`config.mk`:
```
export PLATFORM = sky130hd
export DESIGN_NAME = spi_link_top
export DESIGN_NICKNAME = d
export VERILOG_FILES = /design/src/common/link_pkg.sv /design/src/common/spi_pkg.sv /design/src/source/link_checker.sv /design/src/source/spi_link_top.sv /design/src/spi/spi_pin_sync.sv /design/src/spi/spi_slave_port.sv
export SDC_FILE = /design/constraint.sdc
export NUM_CORES = 1
export LEC_CHECK = 0
export BUFFER_PORTS_ARGS = -buffer_cell sky130_fd_sc_hd__buf_2
export CORE_UTILIZATION = 30
export CTS_CLUSTER_DIAMETER = 120
export CTS_CLUSTER_SIZE = 14
export DETAILED_ROUTE_END_ITERATION = 16
export PLACE_DENSITY = 0.55
export SLEW_MARGIN = 20
export SYNTH_ARGS = -nofsm -noshare
export SYNTH_HDL_FRONTEND = slang
export SYNTH_SLANG_ARGS = --single-unit
```
`constraint.sdc`:
```
create_clock -name clk -period 2.32 [get_ports clk]
set_input_delay 0.116 -clock clk [delete_from_list [all_inputs] [get_ports clk]]
set_output_delay 0.116 -clock clk [all_outputs]
set_load 0.02 [all_outputs]
```
`src/common/link_pkg.sv`:
```
`default_nettype none

package link_pkg;

	// ########################################
	// Link checker counters
	// ########################################

	localparam int BYTE_COUNT_W  = 8;  // Running byte index, wraps at 256
	localparam int MATCH_COUNT_W = 8;  // Matching bytes, wraps at 256

	// Bytes received since reset, never cleared by ssel
	typedef logic [BYTE_COUNT_W-1:0] byte_count_t;

	// Bytes whose value equalled their own index
	typedef logic [MATCH_COUNT_W-1:0] match_count_t;

	// link_ok is high only while the match count sits exactly here
	localparam match_count_t LINK_MATCH_TARGET = match_count_t'(64);

	// One more match pushes the count past the target
	// and link_ok drops again

endpackage

`default_nettype wire

```
`src/common/spi_pkg.sv`:
```
`default_nettype none

package spi_pkg;

	// ########################################
	// Framing on the wire
	// ########################################

	localparam int SPI_BYTE_W    = 8;  // Bits per byte on mosi and miso
	localparam int SPI_BIT_IDX_W = 3;  // Wide enough to count eight bits

	// One data byte as it travels over the wire
	// Sent and received MSB first in mode 0
	typedef logic [SPI_BYTE_W-1:0] spi_byte_t;

	// Position of the current bit within a byte
	typedef logic [SPI_BIT_IDX_W-1:0] bit_idx_t;

	// Index of the eighth and final bit
	localparam bit_idx_t SPI_LAST_BIT = bit_idx_t'(SPI_BYTE_W - 1);

	// ########################################
	// Notes
	// ########################################

	// sck idles low, ssel is active low
	// Data sampled on rising sck, shifted on falling sck
	// Bit index wraps from SPI_LAST_BIT back to zero

endpackage

`default_nettype wire

```
`src/source/link_checker.sv`:
```
`timescale 1ns/1ps
`default_nettype none

module link_checker
	import spi_pkg::*, link_pkg::*;
(
	input  logic        clk,
	input  logic        arst_n,
	input  logic        byte_strobe,  // One pulse per received byte
	input  spi_byte_t   rx_byte,      // Valid with byte_strobe
	output byte_count_t byte_count,   // Running index that doubles as the reply
	output logic        link_ok       // High while the match count is on target
);

	match_count_t match_count;  // Bytes that equalled their index
	logic         match_hit;    // Current byte equals the old index

	// ########################################
	// Pattern compare
	// ########################################

	// Expected pattern is 0, 1, 2 ... so the byte is its own index
	assign match_hit = (byte_count_t'(rx_byte) == byte_count);

	// ########################################
	// Counters
	// ########################################

	// Byte index
	// Survives ssel and only reset clears it
	always_ff @(posedge clk or negedge arst_n) begin
		if (!arst_n) begin
			byte_count <= '0;
		end else if (byte_strobe) begin
			byte_count <= byte_count + byte_count_t'(1);  // Wraps at 256
		end
	end

	// Match counter compared against the index before it advances
	always_ff @(posedge clk or negedge arst_n) begin
		if (!arst_n) begin
			match_count <= '0;
		end else if (byte_strobe && match_hit) begin
			match_count <= match_count + match_count_t'(1);
		end
	end

	// ########################################
	// Link flag
	// ########################################

	// Exact compare so more matches than the target drop the flag
	always_ff @(posedge clk or negedge arst_n) begin
		if (!arst_n) begin
			link_ok <= 1'b0;
		end else begin
			link_ok <= (match_count == LINK_MATCH_TARGET);  // One cycle behind
		end
	end

	// Every strobe brings a fully defined byte into the compare
	rx_byte_known: assert property (
		@(posedge clk) disable iff (!arst_n)
		byte_strobe |-> !$isunknown(rx_byte)
	);

endmodule

`default_nettype wire

```
`src/source/spi_link_top.sv`:
```
`timescale 1ns/1ps
`default_nettype none

module spi_link_top
	import spi_pkg::*, link_pkg::*;
(
	input  logic clk,
	input  logic arst_n,
	input  logic sck,      // Driven by the external master
	input  logic ssel,     // Active low
	input  logic mosi,
	output logic miso,     // Running byte count sent MSB first
	output logic link_ok   // Exactly LINK_MATCH_TARGET bytes matched
);

	// Synchronizer to port
	logic sck_rise;
	logic sck_fall;
	logic ssel_active;
	logic ssel_start;
	logic mosi_bit;

	// Port and checker
	logic        byte_strobe;
	spi_byte_t   rx_byte;
	byte_count_t byte_count;  // Fed back as the reply

	// ########################################
	// Pin synchronizer
	// ########################################

	spi_pin_sync u_spi_pin_sync (
		.clk         (clk),
		.arst_n      (arst_n),
		.sck         (sck),
		.ssel        (ssel),
		.mosi        (mosi),
		.sck_rise    (sck_rise),
		.sck_fall    (sck_fall),
		.ssel_active (ssel_active),
		.ssel_start  (ssel_start),
		.mosi_bit    (mosi_bit)
	);

	// Shift registers and framing
	spi_slave_port u_spi_slave_port (
		.clk         (clk),
		.arst_n      (arst_n),
		.sck_rise    (sck_rise),
		.sck_fall    (sck_fall),
		.ssel_active (ssel_active),
		.ssel_start  (ssel_start),
		.mosi_bit    (mosi_bit),
		.byte_count  (byte_count),
		.byte_strobe (byte_strobe),
		.rx_byte     (rx_byte),
		.reply_load  (),            // Reloads the reply inside the port
		.miso        (miso)
	);

	link_checker u_link_checker (
		.clk         (clk),
		.arst_n      (arst_n),
		.byte_strobe (byte_strobe),
		.rx_byte     (rx_byte),
		.byte_count  (byte_count),
		.link_ok     (link_ok)
	);

endmodule

`default_nettype wire

```
`src/spi/spi_pin_sync.sv`:
```
`timescale 1ns/1ps
`default_nettype none

module spi_pin_sync (
	input  logic clk,
	input  logic arst_n,
	input  logic sck,          // Raw pin async to clk
	input  logic ssel,         // Active low raw pin
	input  logic mosi,         // Raw pin
	output logic sck_rise,     // One clk pulse per rising sck
	output logic sck_fall,     // One clk pulse per falling sck
	output logic ssel_active,  // High while ssel is held low
	output logic ssel_start,   // One clk pulse when ssel falls
	output logic mosi_bit      // Synchronized data aligned to sck_rise
);

	logic [2:0] sck_hist;   // Bit 0 holds the newest sample
	logic [2:0] ssel_hist;
	logic [1:0] mosi_hist;

	// ########################################
	// Sampling registers
	// ########################################

	// sck history with a low idle level
	always_ff @(posedge clk or negedge arst_n) begin
		if (!arst_n) begin
			sck_hist <= 3'b000;
		end else begin
			sck_hist <= {sck_hist[1:0], sck};
		end
	end

	// ssel history starts deselected so reset gives no start pulse
	always_ff @(posedge clk or negedge arst_n) begin
		if (!arst_n) begin
			ssel_hist <= 3'b111;
		end else begin
			ssel_hist <= {ssel_hist[1:0], ssel};
		end
	end

	// Two flops are enough for a level
	always_ff @(posedge clk or negedge arst_n) begin
		if (!arst_n) begin
			mosi_hist <= 2'b00;
		end else begin
			mosi_hist <= {mosi_hist[0], mosi};
		end
	end

	// ########################################
	// Edge decode from the two oldest flops
	// ########################################

	assign sck_rise    = (sck_hist[2:1] == 2'b01);   // Low then high
	assign sck_fall    = (sck_hist[2:1] == 2'b10);   // High then low
	assign ssel_active = ~ssel_hist[1];              // Active low pin
	assign ssel_start  = (ssel_hist[2:1] == 2'b10);  // Frame opens on falling ssel

	// Same depth as sck_hist[1] so the bit is stable with sck_rise
	assign mosi_bit = mosi_hist[1];

	// Each sck level lasts at least 4 clk which keeps the edges apart
	sck_edges_apart: assert property (
		@(posedge clk) disable iff (!arst_n)
		(sck_rise || sck_fall) |=> !(sck_rise || sck_fall) [*3]
	);

endmodule

`default_nettype wire

```
`src/spi/spi_slave_port.sv`:
```
`timescale 1ns/1ps
`default_nettype none

module spi_slave_port
	import spi_pkg::*, link_pkg::*;
(
	input  logic        clk,
	input  logic        arst_n,
	input  logic        sck_rise,     // From the pin synchronizer
	input  logic        sck_fall,
	input  logic        ssel_active,
	input  logic        ssel_start,
	input  logic        mosi_bit,
	input  byte_count_t byte_count,   // Count to send back as the reply
	output logic        byte_strobe,  // One pulse per complete byte
	output spi_byte_t   rx_byte,      // Valid with byte_strobe
	output logic        reply_load,   // One cycle after byte_strobe
	output logic        miso
);

	bit_idx_t  bit_idx;       // Next bit position within the byte
	spi_byte_t rx_shift;      // MSB first receive shift register
	spi_byte_t reply_shift;   // Transmit shift register with its MSB on miso
	logic      ssel_start_d;  // Delayed start that loads the first reply
	logic      last_bit;      // Current rise carries the eighth bit
	logic      reply_reload;  // Either load condition

	// ########################################
	// Receive side
	// ########################################

	assign last_bit = ssel_active && sck_rise && (bit_idx == SPI_LAST_BIT);

	// Bit counter
	// Held at zero outside a frame so an aborted byte is dropped
	always_ff @(posedge clk or negedge arst_n) begin
		if (!arst_n) begin
			bit_idx <= '0;
		end else if (!ssel_active) begin
			bit_idx <= '0;               // Frame ended or never started
		end else if (sck_rise) begin
			bit_idx <= bit_idx + 1'b1;   // Wraps to zero after the eighth bit
		end
	end

	// Receive shift register, new bits enter at the LSB
	always_ff @(posedge clk or negedge arst_n) begin
		if (!arst_n) begin
			rx_shift <= '0;
		end else if (ssel_active && sck_rise) begin
			rx_shift <= {rx_shift[SPI_BYTE_W-2:0], mosi_bit};
		end
	end

	assign rx_byte = rx_shift;  // Complete in the strobe cycle

	// Byte strobe and the follow-up reply load
	always_ff @(posedge clk or negedge arst_n) begin
		if (!arst_n) begin
			byte_strobe <= 1'b0;
			reply_load  <= 1'b0;
		end else begin
			byte_strobe <= last_bit;     // Lands with the eighth bit in rx_shift
			reply_load  <= byte_strobe;  // Checker count has moved by now
		end
	end

	// ########################################
	// Reply side
	// ########################################

	// Same spacing behind ssel_start as reply_load behind byte_strobe
	always_ff @(posedge clk or negedge arst_n) begin
		if (!arst_n) begin
			ssel_start_d <= 1'b0;
		end else begin
			ssel_start_d <= ssel_start;
		end
	end

	assign reply_reload = ssel_start_d || reply_load;

	// Reply shift register
	// No shift on the falling sck that opens a byte
	// The new reply MSB waits on miso for the next rising sck
	always_ff @(posedge clk or negedge arst_n) begin
		if (!arst_n) begin
			reply_shift <= '0;
		end else if (reply_reload) begin
			reply_shift <= spi_byte_t'(byte_count);  // Load wins over a shift
		end else if (ssel_active && sck_fall && (bit_idx != '0)) begin
			reply_shift <= {reply_shift[SPI_BYTE_W-2:0], 1'b0};  // Zeros fill in
		end
	end

	assign miso = reply_shift[SPI_BYTE_W-1];  // MSB first

	// ########################################
	// Checks
	// ########################################

	// Every frame opens with the bit counter at zero
	bit_idx_clear_at_start: assert property (
		@(posedge clk) disable iff (!arst_n)
		ssel_start |-> (bit_idx == '0)
	);

	// A strobe always falls inside the frame that carried its byte
	byte_strobe_in_frame: assert property (
		@(posedge clk) disable iff (!arst_n)
		byte_strobe |-> ssel_active
	);

endmodule

`default_nettype wire

```
After elaboration in Yosys (flattened, before gate mapping)

Index checks and enable logic that the tools add are counted.
Widths: inputs -> output; s select.

Output and inout bits: 2
Flip-flop bits (word level): 47
Bits of input ports: 5

Muxes and demuxes: 4
Equality and inequality tests: 6
$add $sub $neg: 3
Reduce and logical (&&, ||, !) cells: 9
Bitwise logic cells: 1

Operators with widths:

| operator            | count |
|---|---|
| $add 8x1->8 const B | 2 |
| $mux 8              | 2 |
| $eq 8x7->1 const B  | 1 |
| $eq 8x8->1          | 1 |
| $mux 3              | 2 |
| $logic_and 1x1->1   | 5 |
| $eq 2x2->1 const B  | 2 |
| $reduce_bool 2->1   | 2 |
| $add 3x1->3 const B | 1 |
| $eq 3x3->1 const B  | 1 |
| $reduce_bool 3->1   | 1 |
| $eq 2x1->1 const B  | 1 |
| $logic_or 1x1->1    | 1 |
| $not 1->1           | 1 |

Depth between registers and ports, before layout

Depth after elaboration: 5
Mapped depth: 7
Mapped depth without buffers: 6

Cells and area by module

From an unflattened synthesis, not the netlist that was laid out.

Cells, all modules: 171
Area total of the unflattened synthesis: 2094.5 um2

Modules (own cells, without submodules):

| module         | cells an instance | instances | sequential area each (um2) | area each (um2) |
|---|---|---|---|---|
| spi_slave_port | 85                | 1         | 550.5                      | 985.9 |
| link_checker   | 74                | 1         | 425.4                      | 879.6 |
| spi_pin_sync   | 12                | 1         | 203.9                      | 229.0 |

Worst setup path before layout

No wires, ideal clock.

Kind: reg2reg
Start point: register u_link_checker.byte_count[1]
End point: register u_link_checker.match_count[1]
Period minus slack after synthesis: 1.501 ns
Cell stages (with the launch flop): 5
Slack: 0.819 ns
Arrival: 1.373 ns
Library setup time: 0.128 ns
Data required time: 2.192 ns
Cell sequence: dfrtp_1 xnor2_2 nand4_4 nor3_2 mux2_1

Word-level cells in the longest chain between the ends: 2

RTL lines:

| what                   | RTL line           | source |
|---|---|---|
| start, declared        | link_checker.sv:11 | `output byte_count_t byte_count,` |
| start signal, assigned | link_checker.sv:35 | `byte_count <= byte_count + byte_count_t'(1);` |
| $eq 8x8->1             | link_checker.sv:23 | `assign match_hit = (byte_count_t'(rx_byte) == byte_count);` |
| $logic_and 1x1->1      | link_checker.sv:43 | `end else if (byte_strobe && match_hit) begin` |
| end signal, assigned   | link_checker.sv:44 | `match_count <= match_count + match_count_t'(1);` |
| end, declared          | link_checker.sv:15 | `match_count_t match_count;` |

Every way passes these cells.
A chain may end at the register's enable or synchronous reset.

Final worst setup path

Start point: register u_link_checker.byte_count[0]
End point: register u_link_checker.match_count[1]

Same word-level chain as after synthesis.

==> impl_metrics.json <==
{
  "cts_tree": "built",
  "min_from": "u_spi_pin_sync.mosi_hist[0]",
  "syn_to_final_growth_pct": 14.11,
  "route.vias.total": 1137,
  "finalSetupViolCount": 0,
  "coreArea_sq_um": 6756,
  "synth_top_area_cell": "dfrtp_1",
  "syn_nets": 169,
  "finalClockSkew_ps": 7.338,
  "postSynthCellCount": 158,
  "pin_count": 7,
  "finalCritPeriodShare": 0.6984,
  "crit_fanout": 7,
  "cp-start-kind": "register",
  "fin_ws_ps": 699.6,
  "dr.pass1.iters": 4,
  "max_freq_mhz": 617.1,
  "antenna_cells": 0,
  "tns_ps": 0,
  "first_global_vias": 1127,
  "dieArea_sq_um": 7285,
  "grt_overflow_total": 0,
  "crit_required_ps": 2500,
  "status": "complete, no violations",
  "die_h_um": 85.36,
  "ys_warn_count": 0,
  "cp-startpoint": "u_link_checker.byte_count[0]",
  "antenna_found_initial": 0,
  "fin_crit_ps": 1620,
  "syn_area_sq_um": 2084,
  "r2r_start": "u_link_checker.byte_count[0]",
  "avgSynthCellArea_sq_um": 13.19,
  "grt_max_degree": 32,
  "ant_nets": 0,
  "cp-end-kind": "register",
  "worst_pin_slew_ps": 685.8,
  "cts_resized": 0,
  "dp_slack_ps": 697.0,
  "drv_slew": 0,
  "vias_per_cell": 4.424,
  "synthArstFlopShare": 1.000,
  "power_density_nw_per_um2": 762.5,
  "ys_seq_area_frac": 0.5660,
  "routedWlPerCell_um": 12.40,
  "drt_iter0_markers": 44,
  "clk_pin_slew_worst_paths_ps": 90,
  "num_rows": 30,
  "die_x_um": 85.36,
  "start_util": 0.3085,
  "layout.nets": 187,
  "drc": 0,
  "final_common_cell": "dfrtp_1",
  "cts-buffers-inserted": 5,
  "clock_path_buffers": 2,
  "cts_max_level": 2,
  "synth_cell_types": 31,
  "critPathKind": "reg -> reg",
  "synth.top_cell.area_share": 0.5282,
  "grt_usage": 0.09828,
  "synth_ff_type": "dfrtp_1",
  "gp_congestion": 0.7212,
  "p_leak_nw": 1.108,
  "cts_sinks": 47,
  "final_cell_mix": "dfrtp_1 (44), nand2_1 (13), xnor2_1 (12)",
  "hpwl_um": 2307,
  "drv_cap": 0,
  "clkLatencyLatePin_ps": 300,
  "relSlewSlack": 0.5428,
  "ys_ff_latch": 47,
  "grt_first_pass_wirelength_um": 5547,
  "worstPathArrival_ps": 1800,
  "totalWireLength_um": 3186,
  "cts_root_buffer": "clkbuf_8",
  "numPortBuffers": 6,
  "rsz0062_at_grt": "no",
  "peakVddDrop_mv": 0.3902,
  "synth-edff-count": 0,
  "drive_above_1_share": 0.2599,
  "postCtsSetupBuffers": 0,
  "hp-class": "reg -> reg",
  "finalHoldViolations": 0,
  "synth_area_leaders": "dfrtp_1 (53%), xnor2_1 (5.0%), mux2_2 (4.9%)"
}
[state kept, by name, summed over array words and instances (netlist names)]
name,cells
u_link_checker.byte_count,8
u_spi_pin_sync.ssel_hist,3
u_link_checker.link_ok,1
u_spi_slave_port.rx_byte,8
u_spi_slave_port.byte_strobe,1
u_spi_slave_port.reply_load,1
u_spi_slave_port.reply_shift,8
u_link_checker.match_count,8
u_spi_slave_port.ssel_start_d,1
u_spi_pin_sync.sck_hist,3
u_spi_pin_sync.mosi_hist,2
u_spi_slave_port.bit_idx,3
[synth_stat cells (4+ instances only)]
master and count:
and3_1 4, dfrtp_1 44, ha_1 6, inv_1 5
mux2_2 9, mux2i_1 9, nand2_1 13, nand4_1 4
nor2_1 5, nor4_2 6, o21ai_0 7, xnor2_1 12
xnor2_2 4, xor2_1 7
[cells by family after synthesis]
| logic type | after synthesis | share of synthesized area |
|---|---|---|
| xor+xnor | 23 | 0.1110 |
| flops | 47 | 0.5660 |
| compound gates | 9 | 0.02640 |
| buf+inv | 7 | 0.01441 |
| mux | 19 | 0.09724 |
| simple gates | 47 | 0.1489 |
| fa+ha+maj | 6 | 0.03601 |
[stage by stage]
| step | instances | util | hold WS, ps | cell area, sq um | power (mW) |
|---|---|---|---|---|---|
| 2_1_floorplan | 158 | - | -179.6 | 2085 | 1.173 |
| 3_3_place_gp | 245 | 0.3294 | 193.6 | 2226 | 1.232 |
| 3_5_place_dp | 245 | 0.3294 | 206.9 | 2226 | 1.238 |
| 4_1_cts | 257 | 0.3520 | 361.3 | 2379 | 1.845 |
| 5_1_grt | 257 | 0.3520 | 364.5 | 2379 | 1.903 |
| 6_report | 257 | 0.3520 | 356.5 | 2379 | 1.814 |
[critical path, cell delays in order (launching register included)]
cell	delay [ps]
dfrtp_1	470
xnor2_1	230
nand3_2	230
nor3_2	230
mux2_1	350
[layout make-up]
class | instances | area, sq um
clock buffers | 5 | 68.82
clock inverters | 3 | 43.79
fillers | 668 | 4378
inverters | 5 | 18.77
multi-input cells | 104 | 874.6
flip-flops and latches | 47 | 1180
well taps | 80 | 100.1
repair buffers | 13 | 92.59
[routing by layer]
metal | vias to the layer above | wire length [um] | track usage | share of wire
met1 | 543 | 1582 | 0.1360 | 0.50
met5 | - | 0 | 0 | 0
met2 | 14 | 1484 | 0.1481 | 0.47
li1 | 576 | - | - | -
met4 | 0 | 32 | 0.03182 | 0.010
met3 | 4 | 86 | 0.02918 | 0.027
[power breakdown]
group	total (mW)	switching, mW	leakage [nW]	internal [mW]
Clock	0.594	0.273	0.0581	0.321
Combinational	0.264	0.130	0.429	0.134
Sequential	0.956	0.0688	0.621	0.887
[path summary, 6_finish.rpt]
path / end / slack [ps] / depth (start not counted)
setup / recovery: u_link_checker.match_count[1] / 700 / 4
hold / removal: u_spi_pin_sync.mosi_hist[1] / 360 / 0
setup reg to reg: u_link_checker.match_count[1] / 700 / 4
hold reg to reg: u_spi_pin_sync.mosi_hist[1] / 360 / 0
max in group asynchronous: u_spi_pin_sync.ssel_hist[2] / 1270 / 3
min in group asynchronous: u_link_checker.link_ok / 390 / 2
[timing repair]
action | 4_1_cts | 5_1_grt
endpoints found under the hold margin | 30 | 0
endpoints found under the setup margin | 0 | 0
hold buffers | 4 | 0
No activity file was read; power rests on OpenSTA's default activity.
